$ cat src/source/hpsdr_pkg.sv
// protocol constants assume EF FE framing with two subframes per data packet and a 1 kHz msec_pulse
`default_nettype none

package hpsdr_pkg;

  // packet framing bytes
  localparam logic [7:0] PREAMBLE0     = 8'hef;
  localparam logic [7:0] PREAMBLE1     = 8'hfe;
  localparam logic [7:0] CMD_DATA      = 8'h01;
  localparam logic [7:0] CMD_RUNSTOP   = 8'h04;
  localparam logic [7:0] DATA_ENDPOINT = 8'h02;
  localparam logic [7:0] SYNC_BYTE     = 8'h7f;

  // 63 groups of L1 L0 R1 R0 I1 I0 Q1 Q0 per subframe
  localparam logic [6:0] GROUPS_PER_SUBFRAME = 7'd63;

  // internal keyer enable lives in data bit 24 of address 0x0f
  localparam logic [5:0] CWX_ADDR       = 6'h0f;
  localparam logic [4:0] CWX_ENABLE_BIT = 5'd24;
  localparam logic [8:0] CWX_HANG_MS    = 9'd500;

  // sample FIFO entry is {user, last, data}
  localparam int FIFO_DEPTH   = 16;
  localparam int FIFO_ENTRY_W = 10;
  localparam int ENTRY_LAST   = 8;
  localparam int ENTRY_USER   = 9;

  // parser states, contiguous so the top code marks the end of the range
  localparam int STATE_W = 5;
  localparam logic [STATE_W-1:0] ST_START    = 5'd0;
  localparam logic [STATE_W-1:0] ST_PREAMBLE = 5'd1;
  localparam logic [STATE_W-1:0] ST_DECODE   = 5'd2;
  localparam logic [STATE_W-1:0] ST_RUNSTOP  = 5'd3;
  localparam logic [STATE_W-1:0] ST_ENDPOINT = 5'd4;
  localparam logic [STATE_W-1:0] ST_SEQNO3   = 5'd5;
  localparam logic [STATE_W-1:0] ST_SEQNO2   = 5'd6;
  localparam logic [STATE_W-1:0] ST_SEQNO1   = 5'd7;
  localparam logic [STATE_W-1:0] ST_SEQNO0   = 5'd8;
  localparam logic [STATE_W-1:0] ST_SYNC2    = 5'd9;
  localparam logic [STATE_W-1:0] ST_SYNC1    = 5'd10;
  localparam logic [STATE_W-1:0] ST_SYNC0    = 5'd11;
  localparam logic [STATE_W-1:0] ST_CMDCTRL  = 5'd12;
  localparam logic [STATE_W-1:0] ST_CMDDATA3 = 5'd13;
  localparam logic [STATE_W-1:0] ST_CMDDATA2 = 5'd14;
  localparam logic [STATE_W-1:0] ST_CMDDATA1 = 5'd15;
  localparam logic [STATE_W-1:0] ST_CMDDATA0 = 5'd16;
  localparam logic [STATE_W-1:0] ST_PUSHL1   = 5'd17;
  localparam logic [STATE_W-1:0] ST_PUSHL0   = 5'd18;
  localparam logic [STATE_W-1:0] ST_PUSHR1   = 5'd19;
  localparam logic [STATE_W-1:0] ST_PUSHR0   = 5'd20;
  localparam logic [STATE_W-1:0] ST_PUSHI1   = 5'd21;
  localparam logic [STATE_W-1:0] ST_PUSHI0   = 5'd22;
  localparam logic [STATE_W-1:0] ST_PUSHQ1   = 5'd23;
  localparam logic [STATE_W-1:0] ST_PUSHQ0   = 5'd24;

endpackage

`default_nettype wire

$ cat src/source/ds_unpacker.sv
// parses the PC byte stream with no back-pressure; push strobes are combinational on accepted bytes
`default_nettype none

module ds_unpacker (
  input  wire         clk,
  input  wire         reset,
  input  wire  [ 7:0] ds_stream,
  input  wire         ds_stream_valid,
  input  wire         msec_pulse,
  input  wire  [ 5:0] cmd_addr,
  input  wire  [31:0] cmd_data,
  input  wire         cmd_rqst,
  output logic        run,
  output logic        wide_spectrum,
  output logic [ 5:0] ds_cmd_addr,
  output logic [31:0] ds_cmd_data,
  output logic        ds_cmd_cnt,
  output logic        ds_cmd_resprqst,
  output logic        ds_cmd_ptt,
  output logic [ 7:0] byte_data,
  output logic        byte_last,
  output logic        byte_user,
  output logic        lr_push,
  output logic        iq_push
);

  logic [hpsdr_pkg::STATE_W-1:0] state;
  logic [hpsdr_pkg::STATE_W-1:0] state_next;
  logic [ 6:0] group_cnt;
  logic [ 6:0] group_next;
  logic        second_sub;
  logic        second_next;

  logic        run_next;
  logic        wide_next;
  logic [ 5:0] addr_next;
  logic [31:0] data_next;
  logic        cnt_next;
  logic        resprqst_next;
  logic        ptt_next;

  logic        cwx_enable;
  logic        cwx_pushiq;
  logic        cwx_pushiq_next;
  logic [ 1:0] cwx_saved;
  logic [ 1:0] cwx_saved_next;
  logic [ 8:0] hang_cnt;
  logic        hang_running;
  logic        iq_gate;

  assign byte_data    = ds_stream;
  assign hang_running = (hang_cnt != 9'd0);
  assign iq_gate      = ds_cmd_ptt | cwx_pushiq;

  always_ff @(posedge clk) begin
    if (reset) begin
      state           <= hpsdr_pkg::ST_START;
      group_cnt       <= 7'd0;
      second_sub      <= 1'b0;
      run             <= 1'b0;
      wide_spectrum   <= 1'b0;
      ds_cmd_cnt      <= 1'b0;
      ds_cmd_resprqst <= 1'b0;
      ds_cmd_ptt      <= 1'b0;
      cwx_pushiq      <= 1'b0;
      cwx_saved       <= 2'b00;
    end else if (ds_stream_valid) begin
      state           <= state_next;
      group_cnt       <= group_next;
      second_sub      <= second_next;
      run             <= run_next;
      wide_spectrum   <= wide_next;
      ds_cmd_cnt      <= cnt_next;
      ds_cmd_resprqst <= resprqst_next;
      ds_cmd_ptt      <= ptt_next;
      cwx_pushiq      <= cwx_pushiq_next;
      cwx_saved       <= cwx_saved_next;
    end
  end

  always_ff @(posedge clk) begin
    if (ds_stream_valid) begin
      ds_cmd_addr <= addr_next;
      ds_cmd_data <= data_next;
    end
  end

  always_comb begin
    state_next      = hpsdr_pkg::ST_START;
    group_next      = group_cnt;
    second_next     = second_sub;
    run_next        = run;
    wide_next       = wide_spectrum;
    addr_next       = ds_cmd_addr;
    data_next       = ds_cmd_data;
    cnt_next        = ds_cmd_cnt;
    resprqst_next   = ds_cmd_resprqst;
    ptt_next        = ds_cmd_ptt;
    cwx_pushiq_next = cwx_pushiq;
    cwx_saved_next  = cwx_saved;
    lr_push         = 1'b0;
    iq_push         = 1'b0;
    byte_last       = 1'b0;
    byte_user       = 1'b0;

    case (state)
      hpsdr_pkg::ST_START: begin
        group_next  = 7'd0;
        second_next = 1'b0;
        if (ds_stream == hpsdr_pkg::PREAMBLE0) state_next = hpsdr_pkg::ST_PREAMBLE;
      end
      hpsdr_pkg::ST_PREAMBLE: begin
        if (ds_stream == hpsdr_pkg::PREAMBLE1) state_next = hpsdr_pkg::ST_DECODE;
      end
      hpsdr_pkg::ST_DECODE: begin
        if (ds_stream == hpsdr_pkg::CMD_DATA) begin
          state_next = hpsdr_pkg::ST_ENDPOINT;
        end else if (ds_stream == hpsdr_pkg::CMD_RUNSTOP) begin
          state_next = hpsdr_pkg::ST_RUNSTOP;
        end
      end
      hpsdr_pkg::ST_RUNSTOP: begin
        run_next  = ds_stream[0];
        wide_next = ds_stream[1];
      end
      hpsdr_pkg::ST_ENDPOINT: begin
        if (ds_stream == hpsdr_pkg::DATA_ENDPOINT) state_next = hpsdr_pkg::ST_SEQNO3;
      end
      // sequence number is not checked
      hpsdr_pkg::ST_SEQNO3: state_next = hpsdr_pkg::ST_SEQNO2;
      hpsdr_pkg::ST_SEQNO2: state_next = hpsdr_pkg::ST_SEQNO1;
      hpsdr_pkg::ST_SEQNO1: state_next = hpsdr_pkg::ST_SEQNO0;
      hpsdr_pkg::ST_SEQNO0: state_next = hpsdr_pkg::ST_SYNC2;
      hpsdr_pkg::ST_SYNC2: begin
        if (ds_stream == hpsdr_pkg::SYNC_BYTE) state_next = hpsdr_pkg::ST_SYNC1;
      end
      hpsdr_pkg::ST_SYNC1: begin
        if (ds_stream == hpsdr_pkg::SYNC_BYTE) state_next = hpsdr_pkg::ST_SYNC0;
      end
      hpsdr_pkg::ST_SYNC0: begin
        if (ds_stream == hpsdr_pkg::SYNC_BYTE) state_next = hpsdr_pkg::ST_CMDCTRL;
      end
      hpsdr_pkg::ST_CMDCTRL: begin
        resprqst_next = ds_stream[7];
        addr_next     = ds_stream[6:1];
        ptt_next      = ds_stream[0];
        state_next    = hpsdr_pkg::ST_CMDDATA3;
      end
      hpsdr_pkg::ST_CMDDATA3: begin
        // ptt here is already the value from this subframe's control byte
        cwx_pushiq_next = ~ds_cmd_ptt & cwx_enable & ((|cwx_saved) | hang_running);
        data_next       = {ds_stream, ds_cmd_data[23:0]};
        state_next      = hpsdr_pkg::ST_CMDDATA2;
      end
      hpsdr_pkg::ST_CMDDATA2: begin
        data_next  = {ds_cmd_data[31:24], ds_stream, ds_cmd_data[15:0]};
        state_next = hpsdr_pkg::ST_CMDDATA1;
      end
      hpsdr_pkg::ST_CMDDATA1: begin
        data_next  = {ds_cmd_data[31:16], ds_stream, ds_cmd_data[7:0]};
        state_next = hpsdr_pkg::ST_CMDDATA0;
      end
      hpsdr_pkg::ST_CMDDATA0: begin
        data_next  = {ds_cmd_data[31:8], ds_stream};
        cnt_next   = ~ds_cmd_cnt;
        state_next = hpsdr_pkg::ST_PUSHL1;
      end
      hpsdr_pkg::ST_PUSHL1: begin
        lr_push    = ds_stream_valid;
        state_next = hpsdr_pkg::ST_PUSHL0;
      end
      hpsdr_pkg::ST_PUSHL0: begin
        lr_push    = ds_stream_valid;
        state_next = hpsdr_pkg::ST_PUSHR1;
      end
      hpsdr_pkg::ST_PUSHR1: begin
        lr_push    = ds_stream_valid;
        state_next = hpsdr_pkg::ST_PUSHR0;
      end
      hpsdr_pkg::ST_PUSHR0: begin
        lr_push    = ds_stream_valid;
        byte_last  = 1'b1;
        state_next = hpsdr_pkg::ST_PUSHI1;
      end
      hpsdr_pkg::ST_PUSHI1: begin
        iq_push    = ds_stream_valid & iq_gate;
        byte_user  = ds_cmd_ptt;
        state_next = hpsdr_pkg::ST_PUSHI0;
      end
      hpsdr_pkg::ST_PUSHI0: begin
        // I0 still carries bit 0 saved from the previous group
        iq_push        = ds_stream_valid & iq_gate;
        byte_user      = cwx_saved[0];
        cwx_saved_next = {ds_stream[3], ds_stream[0]};
        state_next     = hpsdr_pkg::ST_PUSHQ1;
      end
      hpsdr_pkg::ST_PUSHQ1: begin
        iq_push    = ds_stream_valid & iq_gate;
        byte_user  = cwx_saved[1];
        state_next = hpsdr_pkg::ST_PUSHQ0;
      end
      hpsdr_pkg::ST_PUSHQ0: begin
        iq_push         = ds_stream_valid & iq_gate;
        byte_last       = 1'b1;
        cwx_pushiq_next = ~ds_cmd_ptt & cwx_enable & ((|cwx_saved) | hang_running);
        if (group_cnt == hpsdr_pkg::GROUPS_PER_SUBFRAME - 7'd1) begin
          group_next  = 7'd0;
          second_next = ~second_sub;
          state_next  = second_sub ? hpsdr_pkg::ST_START : hpsdr_pkg::ST_SYNC2;
        end else begin
          group_next = group_cnt + 7'd1;
          state_next = hpsdr_pkg::ST_PUSHL1;
        end
      end
      default: state_next = hpsdr_pkg::ST_START;
    endcase
  end

  // keyer enable written from the card's command bus
  always_ff @(posedge clk) begin
    if (reset) begin
      cwx_enable <= 1'b0;
    end else if (cmd_rqst && cmd_addr == hpsdr_pkg::CWX_ADDR) begin
      cwx_enable <= cmd_data[hpsdr_pkg::CWX_ENABLE_BIT];
    end
  end

  // hang keeps IQ flowing between CW elements
  always_ff @(posedge clk) begin
    if (reset || ds_cmd_ptt || !cwx_enable) begin
      hang_cnt <= 9'd0;
    end else if (|cwx_saved) begin
      hang_cnt <= hpsdr_pkg::CWX_HANG_MS;
    end else if (hang_running && msec_pulse) begin
      hang_cnt <= hang_cnt - 9'd1;
    end
  end

  state_in_range: assert property (@(posedge clk) disable iff (reset)
    state <= hpsdr_pkg::ST_PUSHQ0)
    else $error("ds_unpacker state out of range");

endmodule

`default_nettype wire

$ cat src/source/sample_fifo.sv
// show-ahead FIFO, DEPTH must be a power of two; a push while full is lost and latches overflow
`default_nettype none

module sample_fifo #(
  parameter int DEPTH = hpsdr_pkg::FIFO_DEPTH
) (
  input  wire                                 clk,
  input  wire                                 reset,
  input  wire                                 push,
  input  wire  [hpsdr_pkg::FIFO_ENTRY_W-1:0] push_entry,
  input  wire                                 pop,
  output logic [hpsdr_pkg::FIFO_ENTRY_W-1:0] head_entry,
  output logic                                empty,
  output logic                                overflow
);

  localparam int AW = $clog2(DEPTH);

  logic [hpsdr_pkg::FIFO_ENTRY_W-1:0] mem [DEPTH];
  logic [AW-1:0] wr_ptr;
  logic [AW-1:0] rd_ptr;
  logic [AW:0]   count;
  logic          full;
  logic          do_push;
  logic          do_pop;

  assign full       = (count == DEPTH[AW:0]);
  assign empty      = (count == '0);
  assign do_push    = push & ~full;
  assign do_pop     = pop & ~empty;
  assign head_entry = mem[rd_ptr];

  always_ff @(posedge clk) begin
    if (do_push) mem[wr_ptr] <= push_entry;
  end

  always_ff @(posedge clk) begin
    if (reset) begin
      wr_ptr   <= '0;
      rd_ptr   <= '0;
      count    <= '0;
      overflow <= 1'b0;
    end else begin
      if (do_push) wr_ptr <= wr_ptr + 1'b1;
      if (do_pop) rd_ptr <= rd_ptr + 1'b1;
      case ({do_push, do_pop})
        2'b10:   count <= count + 1'b1;
        2'b01:   count <= count - 1'b1;
        default: count <= count;
      endcase
      // sticky until reset
      if (push && full) overflow <= 1'b1;
    end
  end

  // the consumer only pops what it sees at the head
  no_pop_when_empty: assert property (@(posedge clk) disable iff (reset)
    pop |-> !empty)
    else $error("sample_fifo popped while empty");

endmodule

`default_nettype wire

$ cat src/source/sample_assembler.sv
// drains one byte per cycle; pair_data and pair_user are only meaningful while pair_valid is high
`default_nettype none

module sample_assembler (
  input  wire                                 clk,
  input  wire                                 reset,
  input  wire  [hpsdr_pkg::FIFO_ENTRY_W-1:0] head_entry,
  input  wire                                 empty,
  output logic                                pop,
  output logic [31:0]                         pair_data,
  output logic [ 2:0]                         pair_user,
  output logic                                pair_valid,
  output logic                                framing_error
);

  logic [1:0] byte_cnt;
  logic [7:0] head_data;
  logic       head_last;
  logic       head_user;

  assign head_data = head_entry[7:0];
  assign head_last = head_entry[hpsdr_pkg::ENTRY_LAST];
  assign head_user = head_entry[hpsdr_pkg::ENTRY_USER];
  assign pop       = ~empty;

  // first byte ends up in the top, user of byte 1 ends up in pair_user[2]
  always_ff @(posedge clk) begin
    if (pop) begin
      pair_data <= {pair_data[23:0], head_data};
      if (byte_cnt != 2'd3) pair_user <= {pair_user[1:0], head_user};
    end
  end

  always_ff @(posedge clk) begin
    if (reset) begin
      byte_cnt      <= 2'd0;
      pair_valid    <= 1'b0;
      framing_error <= 1'b0;
    end else begin
      pair_valid    <= 1'b0;
      framing_error <= 1'b0;
      if (pop) begin
        if (byte_cnt == 2'd3) begin
          byte_cnt <= 2'd0;
          if (head_last) begin
            pair_valid <= 1'b1;
          end else begin
            framing_error <= 1'b1;
          end
        end else if (head_last) begin
          // early last, resync on the next byte
          byte_cnt      <= 2'd0;
          framing_error <= 1'b1;
        end else begin
          byte_cnt <= byte_cnt + 2'd1;
        end
      end
    end
  end

  valid_or_error: assert property (@(posedge clk) disable iff (reset)
    !(pair_valid && framing_error))
    else $error("sample_assembler flagged a pair and an error together");

endmodule

`default_nettype wire

$ cat src/source/ds_frontend.sv
// downstream front end; the PC stream cannot be stalled and sample output latency varies
`default_nettype none

module ds_frontend (
  input  wire         clk,
  input  wire         reset,
  input  wire  [ 7:0] ds_stream,
  input  wire         ds_stream_valid,
  input  wire         msec_pulse,
  input  wire  [ 5:0] cmd_addr,
  input  wire  [31:0] cmd_data,
  input  wire         cmd_rqst,
  output wire         run,
  output wire         wide_spectrum,
  output wire  [ 5:0] ds_cmd_addr,
  output wire  [31:0] ds_cmd_data,
  output wire         ds_cmd_cnt,
  output wire         ds_cmd_resprqst,
  output wire         ds_cmd_ptt,
  output wire  [31:0] lr_pair_data,
  output wire         lr_pair_valid,
  output wire  [31:0] iq_pair_data,
  output wire  [ 2:0] iq_pair_user,
  output wire         iq_pair_valid,
  output wire         framing_error,
  output wire         lr_overflow,
  output wire         iq_overflow
);

  wire [7:0] byte_data;
  wire       byte_last;
  wire       byte_user;
  wire       lr_push;
  wire       iq_push;
  wire [hpsdr_pkg::FIFO_ENTRY_W-1:0] lr_head;
  wire [hpsdr_pkg::FIFO_ENTRY_W-1:0] iq_head;
  wire       lr_empty;
  wire       iq_empty;
  wire       lr_pop;
  wire       iq_pop;
  wire       lr_framing_error;
  wire       iq_framing_error;

  assign framing_error = lr_framing_error | iq_framing_error;

  ds_unpacker u_unpacker (
    .clk             (clk),
    .reset           (reset),
    .ds_stream       (ds_stream),
    .ds_stream_valid (ds_stream_valid),
    .msec_pulse      (msec_pulse),
    .cmd_addr        (cmd_addr),
    .cmd_data        (cmd_data),
    .cmd_rqst        (cmd_rqst),
    .run             (run),
    .wide_spectrum   (wide_spectrum),
    .ds_cmd_addr     (ds_cmd_addr),
    .ds_cmd_data     (ds_cmd_data),
    .ds_cmd_cnt      (ds_cmd_cnt),
    .ds_cmd_resprqst (ds_cmd_resprqst),
    .ds_cmd_ptt      (ds_cmd_ptt),
    .byte_data       (byte_data),
    .byte_last       (byte_last),
    .byte_user       (byte_user),
    .lr_push         (lr_push),
    .iq_push         (iq_push)
  );

  // both FIFOs see the same byte bus, the push strobe picks one
  sample_fifo u_lr_fifo (
    .clk        (clk),
    .reset      (reset),
    .push       (lr_push),
    .push_entry ({byte_user, byte_last, byte_data}),
    .pop        (lr_pop),
    .head_entry (lr_head),
    .empty      (lr_empty),
    .overflow   (lr_overflow)
  );

  sample_fifo u_iq_fifo (
    .clk        (clk),
    .reset      (reset),
    .push       (iq_push),
    .push_entry ({byte_user, byte_last, byte_data}),
    .pop        (iq_pop),
    .head_entry (iq_head),
    .empty      (iq_empty),
    .overflow   (iq_overflow)
  );

  sample_assembler u_lr_asm (
    .clk           (clk),
    .reset         (reset),
    .head_entry    (lr_head),
    .empty         (lr_empty),
    .pop           (lr_pop),
    .pair_data     (lr_pair_data),
    .pair_user     (),
    .pair_valid    (lr_pair_valid),
    .framing_error (lr_framing_error)
  );

  sample_assembler u_iq_asm (
    .clk           (clk),
    .reset         (reset),
    .head_entry    (iq_head),
    .empty         (iq_empty),
    .pop           (iq_pop),
    .pair_data     (iq_pair_data),
    .pair_user     (iq_pair_user),
    .pair_valid    (iq_pair_valid),
    .framing_error (iq_framing_error)
  );

endmodule

`default_nettype wire

$ cat config.mk
export PLATFORM = sky130hd
export DESIGN_NAME = ds_frontend
export DESIGN_NICKNAME = d
export VERILOG_FILES = /design/src/source/hpsdr_pkg.sv /design/src/source/ds_unpacker.sv /design/src/source/sample_fifo.sv /design/src/source/sample_assembler.sv /design/src/source/ds_frontend.sv
export SDC_FILE = /design/constraint.sdc
export NUM_CORES = 1
export LEC_CHECK = 0
export ABC_AREA = 1
export ABC_CLOCK_PERIOD_IN_PS = 5620
export BUFFER_PORTS_ARGS = -buffer_cell sky130_fd_sc_hd__buf_2
export CAP_MARGIN = 20
export CORE_MARGIN = 3
export CORE_UTILIZATION = 36
export CTS_CLUSTER_SIZE = 10
export DETAILED_ROUTE_END_ITERATION = 16
export PLACE_DENSITY_LB_ADDON = 0.12
export SLEW_MARGIN = 20
export SYNTH_ARGS = -nofsm -noshare
export SYNTH_HDL_FRONTEND = slang
export SYNTH_HIERARCHICAL = 1
export SYNTH_SLANG_ARGS = --single-unit
export TNS_END_PERCENT = 20
$ cat constraint.sdc
create_clock -name clk -period 5.62 [get_ports clk]
set_input_delay 0.281 -clock clk [delete_from_list [all_inputs] [get_ports clk]]
set_output_delay 0.281 -clock clk [all_outputs]
set_load 0.01 [all_outputs]
# Word-level counts from Yosys, hierarchy flattened
# Memories as Yosys holds them, arrays and structs flattened. A register that Yosys moved wholly into a read port is not among the register bits.
# Cells that the tools add are included.
[op_classes]
add_sub_neg = 12
n_eq_ne = 42
mux = 42
bitwise = 21
reduce_logical = 37
[op_table]
columns = ["cell", "count"]
rows = [
  ["$pmux 32 s4", 1],
  ["$pmux 5 s24", 1],
  ["$eq 5x5->1 const B", 11],
  ["$eq 5x4->1 const B", 8],
  ["$mux 4", 8],
  ["$eq 5x3->1 const B", 4],
  ["$pmux 5 s2", 2],
  ["$reduce_and 5->1", 4],
  ["$mux 9", 2],
  ["$add 4x1->4 const B", 4],
  ["$eq 8x8->1 const B", 2],
  ["$logic_not 5->1", 3],
  ["$mux 1", 15],
  ["$pmux 7 s2", 1],
  ["$reduce_and 2->1", 7],
  ["$not 1->1", 13],
  ["$mux 2", 6],
  ["$add 5x1->5 const B", 2],
  ["$eq 5x2->1 const B", 2],
  ["$mux 5", 2],
  ["$reduce_or 2->1", 5],
  ["$sub 5x1->5 const B", 2],
  ["$reduce_bool 9->1", 1],
  ["$reduce_or 3->1", 3],
  ["other kinds (26)", 45],
]
[word_totals]
reg_bits = 172
ram_bits = 320
input_bits = 51
out_inout_bits = 115
word_cells = 191
mem_count = 2
[memory_table]
columns = ["name", "words", "word_bits", "rd", "rd_ports_with_merged_regs", "wr", "line_no", "text"]
rows = [
  ["u_iq_fifo.mem", 16, 10, 1, 1, 1, "sample_fifo.sv:19", "logic [hpsdr_pkg::FIFO_ENTRY_W-1:0] mem [DEPTH];"],
  ["u_lr_fifo.mem", 16, 10, 1, 1, 1, "sample_fifo.sv:19", ""],
]

# Depth between registers and ports, before layout
# Gate-level depths: netlist of the first run.
[depth]
depth_word = 6
depth_mapped = 20
depth_no_buf = 19

# By module
# The synthesis of the first run kept the hierarchy.
[modules_own_cells]
columns = ["mod", "instances", "cells_each", "area_per_inst_um2", "seq_area_each_um2"]
rows = [
  ["sample_fifo (u_iq_fifo)", 1, 565, 7372.1, 5165.0],
  ["sample_fifo (u_lr_fifo)", 1, 563, 7357.1, 5165.0],
  ["ds_unpacker", 1, 416, 3385.7, 1761.7],
  ["sample_assembler", 2, 59, 1229.9, 1131.1],
  ["ds_frontend", 1, 3, 11.3, 0.0],
]

# Least setup slack after synthesis of the first run
# Ideal clock, no wire load.
[synth_timing]
kind = "register to register"
startpoint = "register u_unpacker/state[4] (netlist name)"
endpoint = "memory u_iq_fifo/mem[0][9] (netlist name) (data pin)"
setup_time_ns = 0.615
t_arrival_ns = 2.995
t_required_ns = 5.005
setup_slack_ns = 2.009
path_stages_with_launch = 6
n_path_buf = 1
synth_period_minus_slack_ns = 3.611
cell_sequence = "dfxtp_1 > buf_4 > inv_2 > nor2_1 > inv_1 > o311ai_0"
[synth_between]
elab_chain_len = 2
word_cells_on_any_way = 4
cone_classes = "eq/ne: 3; mux: 1"
[synth_rtl]
columns = ["element", "line_no", "text"]
rows = [
  ["start, declared", "ds_unpacker.sv:27", "logic [hpsdr_pkg::STATE_W-1:0] state;"],
  ["start signal, assigned", "ds_unpacker.sv:57", "state <= hpsdr_pkg::ST_START;"],
  ["start signal, assigned", "ds_unpacker.sv:68", "state <= state_next;"],
  ["$eq 5x5->1", "ds_unpacker.sv:106", "case (state)"],
  ["$pmux 1 s3 (*)", "ds_unpacker.sv:106", ""],
  ["net byte_user", "ds_frontend.sv:32", "wire byte_user;"],
  ["end, declared", "sample_fifo.sv:19", ""],
]
# Mark *: on every way through the listed nets, which the timed path passes. The rest lies on a longest branch.

# Worst setup path in the final report of the first run
[layout_timing]
startpoint = "register u_unpacker/state[4] (netlist name)"
endpoint = "memory u_iq_fifo/mem[5][0] (netlist name) (enable)"
[layout_between]
elab_chain_len = 6
word_cells_on_any_way = 9
cone_classes = "eq/ne: 4; mux: 3; bitwise: 1; reduce/logical: 1"
[layout_rtl]
columns = ["element", "line_no", "text"]
rows = [
  ["$eq 5x5->1", "ds_unpacker.sv:106", ""],
  ["$reduce_or 4->1 (no line) (*)", "--", ""],
  ["$mux 1 (*)", "--", ""],
  ["net iq_push", "ds_frontend.sv:34", "wire iq_push;"],
  ["$and 1x1->1 (*)", "sample_fifo.sv:29", "assign do_push = push & ~full;"],
  ["$mux 1 (*)", "sample_fifo.sv:34", "if (do_push) mem[wr_ptr] <= push_entry;"],
  ["$mux 1 (not written as such) (*)", "sample_fifo.sv:34", ""],
]
# Marked as above.

==> impl_metrics.json, run 1 <==
{
  "ys_warn_count": 6,
  "antenna_found_initial": 0,
  "path_cells": "inv_2 -> nor2_1 -> inv_1 -> nor2_1 -> o221a_2 -> nand2_4 -> inv_1 -> nand2_1 -> nor2_1",
  "cap_violations": 0,
  "path_clk_slew_ps": 60,
  "gp_congestion": 0.809,
  "p_switching_mw": 2.27,
  "fp.dieH_um": 241,
  "regArea_um2": 13800,
  "ios": 166,
  "overflow": 0,
  "power.share.clock_pct": 37.1,
  "die_area_um2": 58100,
  "holdWs_ps": 73.2,
  "start_kind": "flop",
  "setup_viol": 0,
  "arrival_ps": 3590,
  "internal_power_mw": 6.40,
  "ir_drop_v": 0.000228,
  "tritoncts": "yes",
  "crit_fanout": 10,
  "io_buffer_count": 134,
  "tightestPinTransition_ps": 1120,
  "crit_type": "flop to flop",
  "die_w_um": 241,
  "totalNegativeSetupSlack_ps": 0,
  "period_share_pct": 60.1,
  "timing.final.ws_setup_ps": 2240,
  "fin_skew_ps": 17.6,
  "max_freq_mhz": 296,
  "multiInputGateArea_um2": 5060,
  "hpwl_um": 28400,
  "syn_area_um2": 19900,
  "clkSinkCount": 484,
  "htreeDepth": 2,
  "pre_cts_slack_ps": 2300,
  "wl_per_cell_um": 18.9,
  "max_slew_margin_pct": 24.8,
  "routed_wl_um": 46800,
  "viasPerCell": 4.97,
  "ctsHoldBuffers": 3,
  "slew_violations": 0,
  "clock_tree.root_cell": "clkbuf_16",
  "nNetsFinal": 1828,
  "min_path_type": "input pin to flop",
  "clk_latency_ps": 610,
  "slowest_delay_ps": 900,
  "drc": 0,
  "initial_utilization_pct": 36.6,
  "drtPass1Iterations": 5,
  "powerDensity_nw_per_um2": 381,
  "track_usage_pct": 16.1,
  "cpMostUsedCell": "nor2_1",
  "drt-initial-drc-count": 863,
  "rows": 85,
  "required_ps": 5830,
  "routed-via-count": 12300,
  "cts-resized-gates": 0,
  "core_area_um2": 54200,
  "seqPwrFrac_pct": 49.4,
  "syn_inst": 1622,
  "postCtsSetupRepairBufs": 0,
  "rsz0062_at_grt": "no",
  "layout.core_utilization_pct": 42.0,
  "drive_above_1_share_pct": 14.3,
  "fillers": 5106,
  "switching_share_pct": 26.1,
  "outcome": "finished, final reports clean",
  "grt_start_max_net_pins": 88,
  "syn_area_per_cell_um2": 12.3,
  "endpoint_kind": "flop",
  "cp_slowest_cell": "nor2_1",
  "cts_buffer_depth": 3,
  "grt_pass1_wl_um": 71000,
  "period_needed_ps": 3380,
  "area_delta_synth_final_pct": 14.5,
  "synth_nets": 1695,
  "p_leak_nw": 8.26,
  "final_antenna_net_count": 0,
  "finalHoldViolations": 0,
  "grt_pass1_vias": 11900,
  "cts_buffers": 55,
  "p_comb_share_pct": 13.5
}
## through the flow
step | area [µm²] | std cells | power [mW]
2_1_floorplan | 19900 | 1622 | 5.14
3_3_place_gp | 21100 | 2390 | 5.54
3_5_place_dp | 21100 | 2390 | 5.56
4_1_cts | 22700 | 2478 | 8.82
5_1_grt | 22800 | 2479 | 9.11
6_report | 22800 | 2480 | 8.67
## sequential cells by signal, indices dropped and copies added, names as in the netlist, 5 cells and up, named ones only
name	count
u_iq_asm/pair_data	32
u_iq_fifo/count	5
u_iq_fifo/mem	160
u_lr_asm/pair_data	32
u_lr_fifo/count	5
u_lr_fifo/mem	144
u_unpacker/ds_cmd_addr	6
u_unpacker/ds_cmd_data	32
u_unpacker/group_cnt	7
u_unpacker/hang_cnt	9
u_unpacker/state	5
## layout make-up
class,instances,area share [%]
antenna,1,0.0110
clock buffer,82,6.77
clock inverter,3,0.126
inverter,178,2.97
multi-input combinational,887,22.2
sequential,484,60.6
tap,696,3.83
timing repair buffer,149,3.47
## power by group through the flow
stage | Sequential (mW) | Combinational (mW) | Clock, mW
global placement | 4.36 | 1.19 | 0
finish | 4.28 | 1.17 | 3.22
floorplan | 4.33 | 0.813 | 0
global route | 4.32 | 1.31 | 3.48
detailed placement | 4.36 | 1.19 | 0
CTS | 4.29 | 1.20 | 3.33
## worst max-delay path, delay by kind of cell, from the launching register on
kind,cells,cell delay [ps]
and+or+nand+nor,5,1650
DFF,1,560
buffers and inverters,3,470
AOI/OAI and AO/OA,1,300
## final timing paths
kind	depth (start not counted)	to	slack, ps	startpoint
worst max-delay path	9	u_iq_fifo/mem[5][0]	2240	u_unpacker/state[4]
worst min-delay path	3	u_unpacker/state[3]	70	ds_stream_valid
worst max register to register	9	u_iq_fifo/mem[5][0]	2240	u_unpacker/state[4]
worst min register to register	0	u_iq_asm/pair_data[28]	440	u_iq_asm/pair_data[20]
## layout by cell type (no fill, tap or decap), types with 12 or more instances in the layout
cell and n:
nand2_1 153, nor2_1 176, inv_1 167, ha_1 22, nand4_1 12, buf_2 134, edfxtp_1 409, dfxtp_1 73
nand3_1 56, buf_4 12, xor2_1 12, clkbuf_1 23, o21ai_0 117, mux2i_1 76, o211ai_1 76, a21oi_1 114
clkbuf_16 57
## routing by layer
metal  vias to the layer above  global-route usage, %  routed length, µm
li1                       5976                      -                  -
met1                      5996                   23.1              22100
met2                       294                   24.4              20700
met3                        63                   4.29               3130
met4                         0                   3.82                843
met5                         -                      0                  0
Note: power is estimated with default switching activity, not from simulation.
==> run 2: changes to the inputs <==
--- a/config.mk
+++ b/config.mk
@@ -6,7 +6,7 @@
 export NUM_CORES = 1
 export LEC_CHECK = 0
 export ABC_AREA = 1
-export ABC_CLOCK_PERIOD_IN_PS = 5620
+export ABC_CLOCK_PERIOD_IN_PS = 3000
 export BUFFER_PORTS_ARGS = -buffer_cell sky130_fd_sc_hd__buf_2
 export CAP_MARGIN = 20
 export CORE_MARGIN = 3
==> constraint.sdc (replaced) <==
create_clock -name clk -period 3 [get_ports clk]
set_input_delay 0.15 -clock clk [delete_from_list [all_inputs] [get_ports clk]]
set_output_delay 0.15 -clock clk [all_outputs]
set_load 0.01 [all_outputs]
==> impl_metrics.json, run 2 (synthesized netlist as in run 1, its figures left out) <==
{
  "outcome": "finished, final reports clean",
  "tightestPinTransition_ps": 760,
  "drc": 0,
  "arrival_ps": 3160,
  "busiest_layer": "met2",
  "ios": 166,
  "clock_tree.root_cell": "clkbuf_16",
  "p_leak_nw": 8.64,
  "fin_skew_ps": 21.3,
  "required_ps": 3490,
  "drtPass1Iterations": 5,
  "viasPerCell": 4.93,
  "htreeDepth": 2,
  "antenna_found_initial": 0,
  "die_w_um": 241,
  "gp_congestion": 0.813,
  "crit_fanout": 10,
  "grt_start_max_net_pins": 65,
  "endpoint_kind": "flop",
  "final_cell_mix": "edfxtp_1 (409), nor2_1 (176), inv_1 (167)",
  "cts_buffers": 56,
  "routed-via-count": 12500,
  "layout_commonest_cell": "edfxtp_1",
  "area_delta_synth_final_pct": 17.5,
  "rsz0062_at_grt": "no",
  "tritoncts": "yes",
  "io_buffer_count": 134,
  "cts_buffer_depth": 3,
  "fp.dieH_um": 241,
  "track_usage_pct": 16.3,
  "regMostFlops": "u_iq_fifo/mem",
  "use_met3_pct": 3.58,
  "grtUsageMet2_pct": 25.7,
  "totalNegativeSetupSlack_ps": 0,
  "core_area_um2": 54200,
  "overflow": 0,
  "design_area_um2": 23300,
  "largest_register_ffs": 160,
  "cap_violations": 0,
  "final_cells": 2546,
  "slew_violations": 0,
  "rows": 85,
  "ir_drop_v": 0.000435,
  "layout.core_utilization_pct": 43.0,
  "hpwl_um": 29500,
  "max_freq_mhz": 373,
  "start_kind": "flop",
  "diodes": 0,
  "final_antenna_net_count": 0,
  "crit_type": "flop to flop",
  "nNetsFinal": 1894,
  "fillers": 5008,
  "use_met1_pct": 22.5,
  "clkSinkCount": 484,
  "wl_per_cell_um": 18.4,
  "min_path_type": "input pin to flop",
  "grt_pass1_wl_um": 72100,
  "drive_above_1_share_pct": 17.0,
  "die_area_um2": 58100,
  "period_share_pct": 89.3,
  "placed_area_um2": 21600,
  "max_slew_margin_pct": 49.1,
  "biggestRegsByFlops": "u_iq_fifo/mem: 160 flops, u_lr_fifo/mem: 144 flops",
  "finalHoldViolations": 0,
  "dp_cells": 2446,
  "clk_latency_ps": 610,
  "routed_wl_um": 46900,
  "path_clk_slew_ps": 50,
  "setup_viol": 0,
  "initial_utilization_pct": 36.6,
  "powerDensity_nw_per_um2": 701,
  "grt_pass1_vias": 12400,
  "drt-initial-drc-count": 663,
  "postCtsSetupRepairBufs": 0,
  "period_needed_ps": 2680
}
run 2: worst paths after layout:
| check | endpoint | start | slack, ps | depth (start not counted) |
|---|---|---|---|---|
| min reg2reg | u_iq_asm/pair_data[9] | u_iq_asm/pair_data[1] | 440 | 0 |
| max | u_iq_fifo/count[4] | u_unpacker/state[3] | 320 | 16 |
| min | u_unpacker/ds_cmd_addr[4] | ds_stream[5] | 100 | 1 |
| max reg2reg | u_iq_fifo/count[4] | u_unpacker/state[3] | 320 | 16 |
run 2: stage by stage:
stage	setup slack, ps	total power [mW]	hold slack (ps)
floorplan	576	9.60	219
global placement	227	10.4	357
detailed placement	206	10.4	367
CTS	207	16.7	86.5
global route	31.5	17.2	121
finish	321	16.4	98.0
run 2: metal layers:
metal / part of all wire (%) / vias to the layer above
met4: 2.4 / 0
li1: - / 6099
met3: 6.2 / 68
met2: 45 / 319
met5: 0 / -
met1: 46 / 6062
run 2: layout make-up:
type                       instances  area, µm²  share of cell area [%]
timing repair buffer             214       1320                    5.64
inverter                         178        676                    2.89
sequential                       484      13800                    59.1
tap                              696        871                    3.73
clock inverter                     6       90.1                   0.386
multi-input combinational        887       5060                    21.7
clock buffer                      81       1540                    6.58
run 2: worst max-delay path, stage by stage, from the launching register on:
cell and delay, ps:
dfxtp_1 360, inv_2 110, nand2_1 80, nor2_2 170, inv_1 120, nor2_1 160
o221a_2 290, nand2_4 110, ha_1 310, ha_1 350, inv_1 70, nor2_2 110
nand2_2 70, nand3_1 80, nand2_1 50, nor2_1 80, nor2_1 40
run 2: report_power, final:
group	switching [mW]	internal, mW	leakage (nW)
clock	2.55	3.59	0.785
combinational	1.43	0.817	3.55
sequential	0.260	7.71	4.30
total	4.24	12.1	8.64
run 2: timing repair:
item,4_1_cts,5_1_grt
setup endpoints to repair,0,3
gates resized for setup,0,3
endpoints found under the hold margin,36,0
hold buffers,13,0
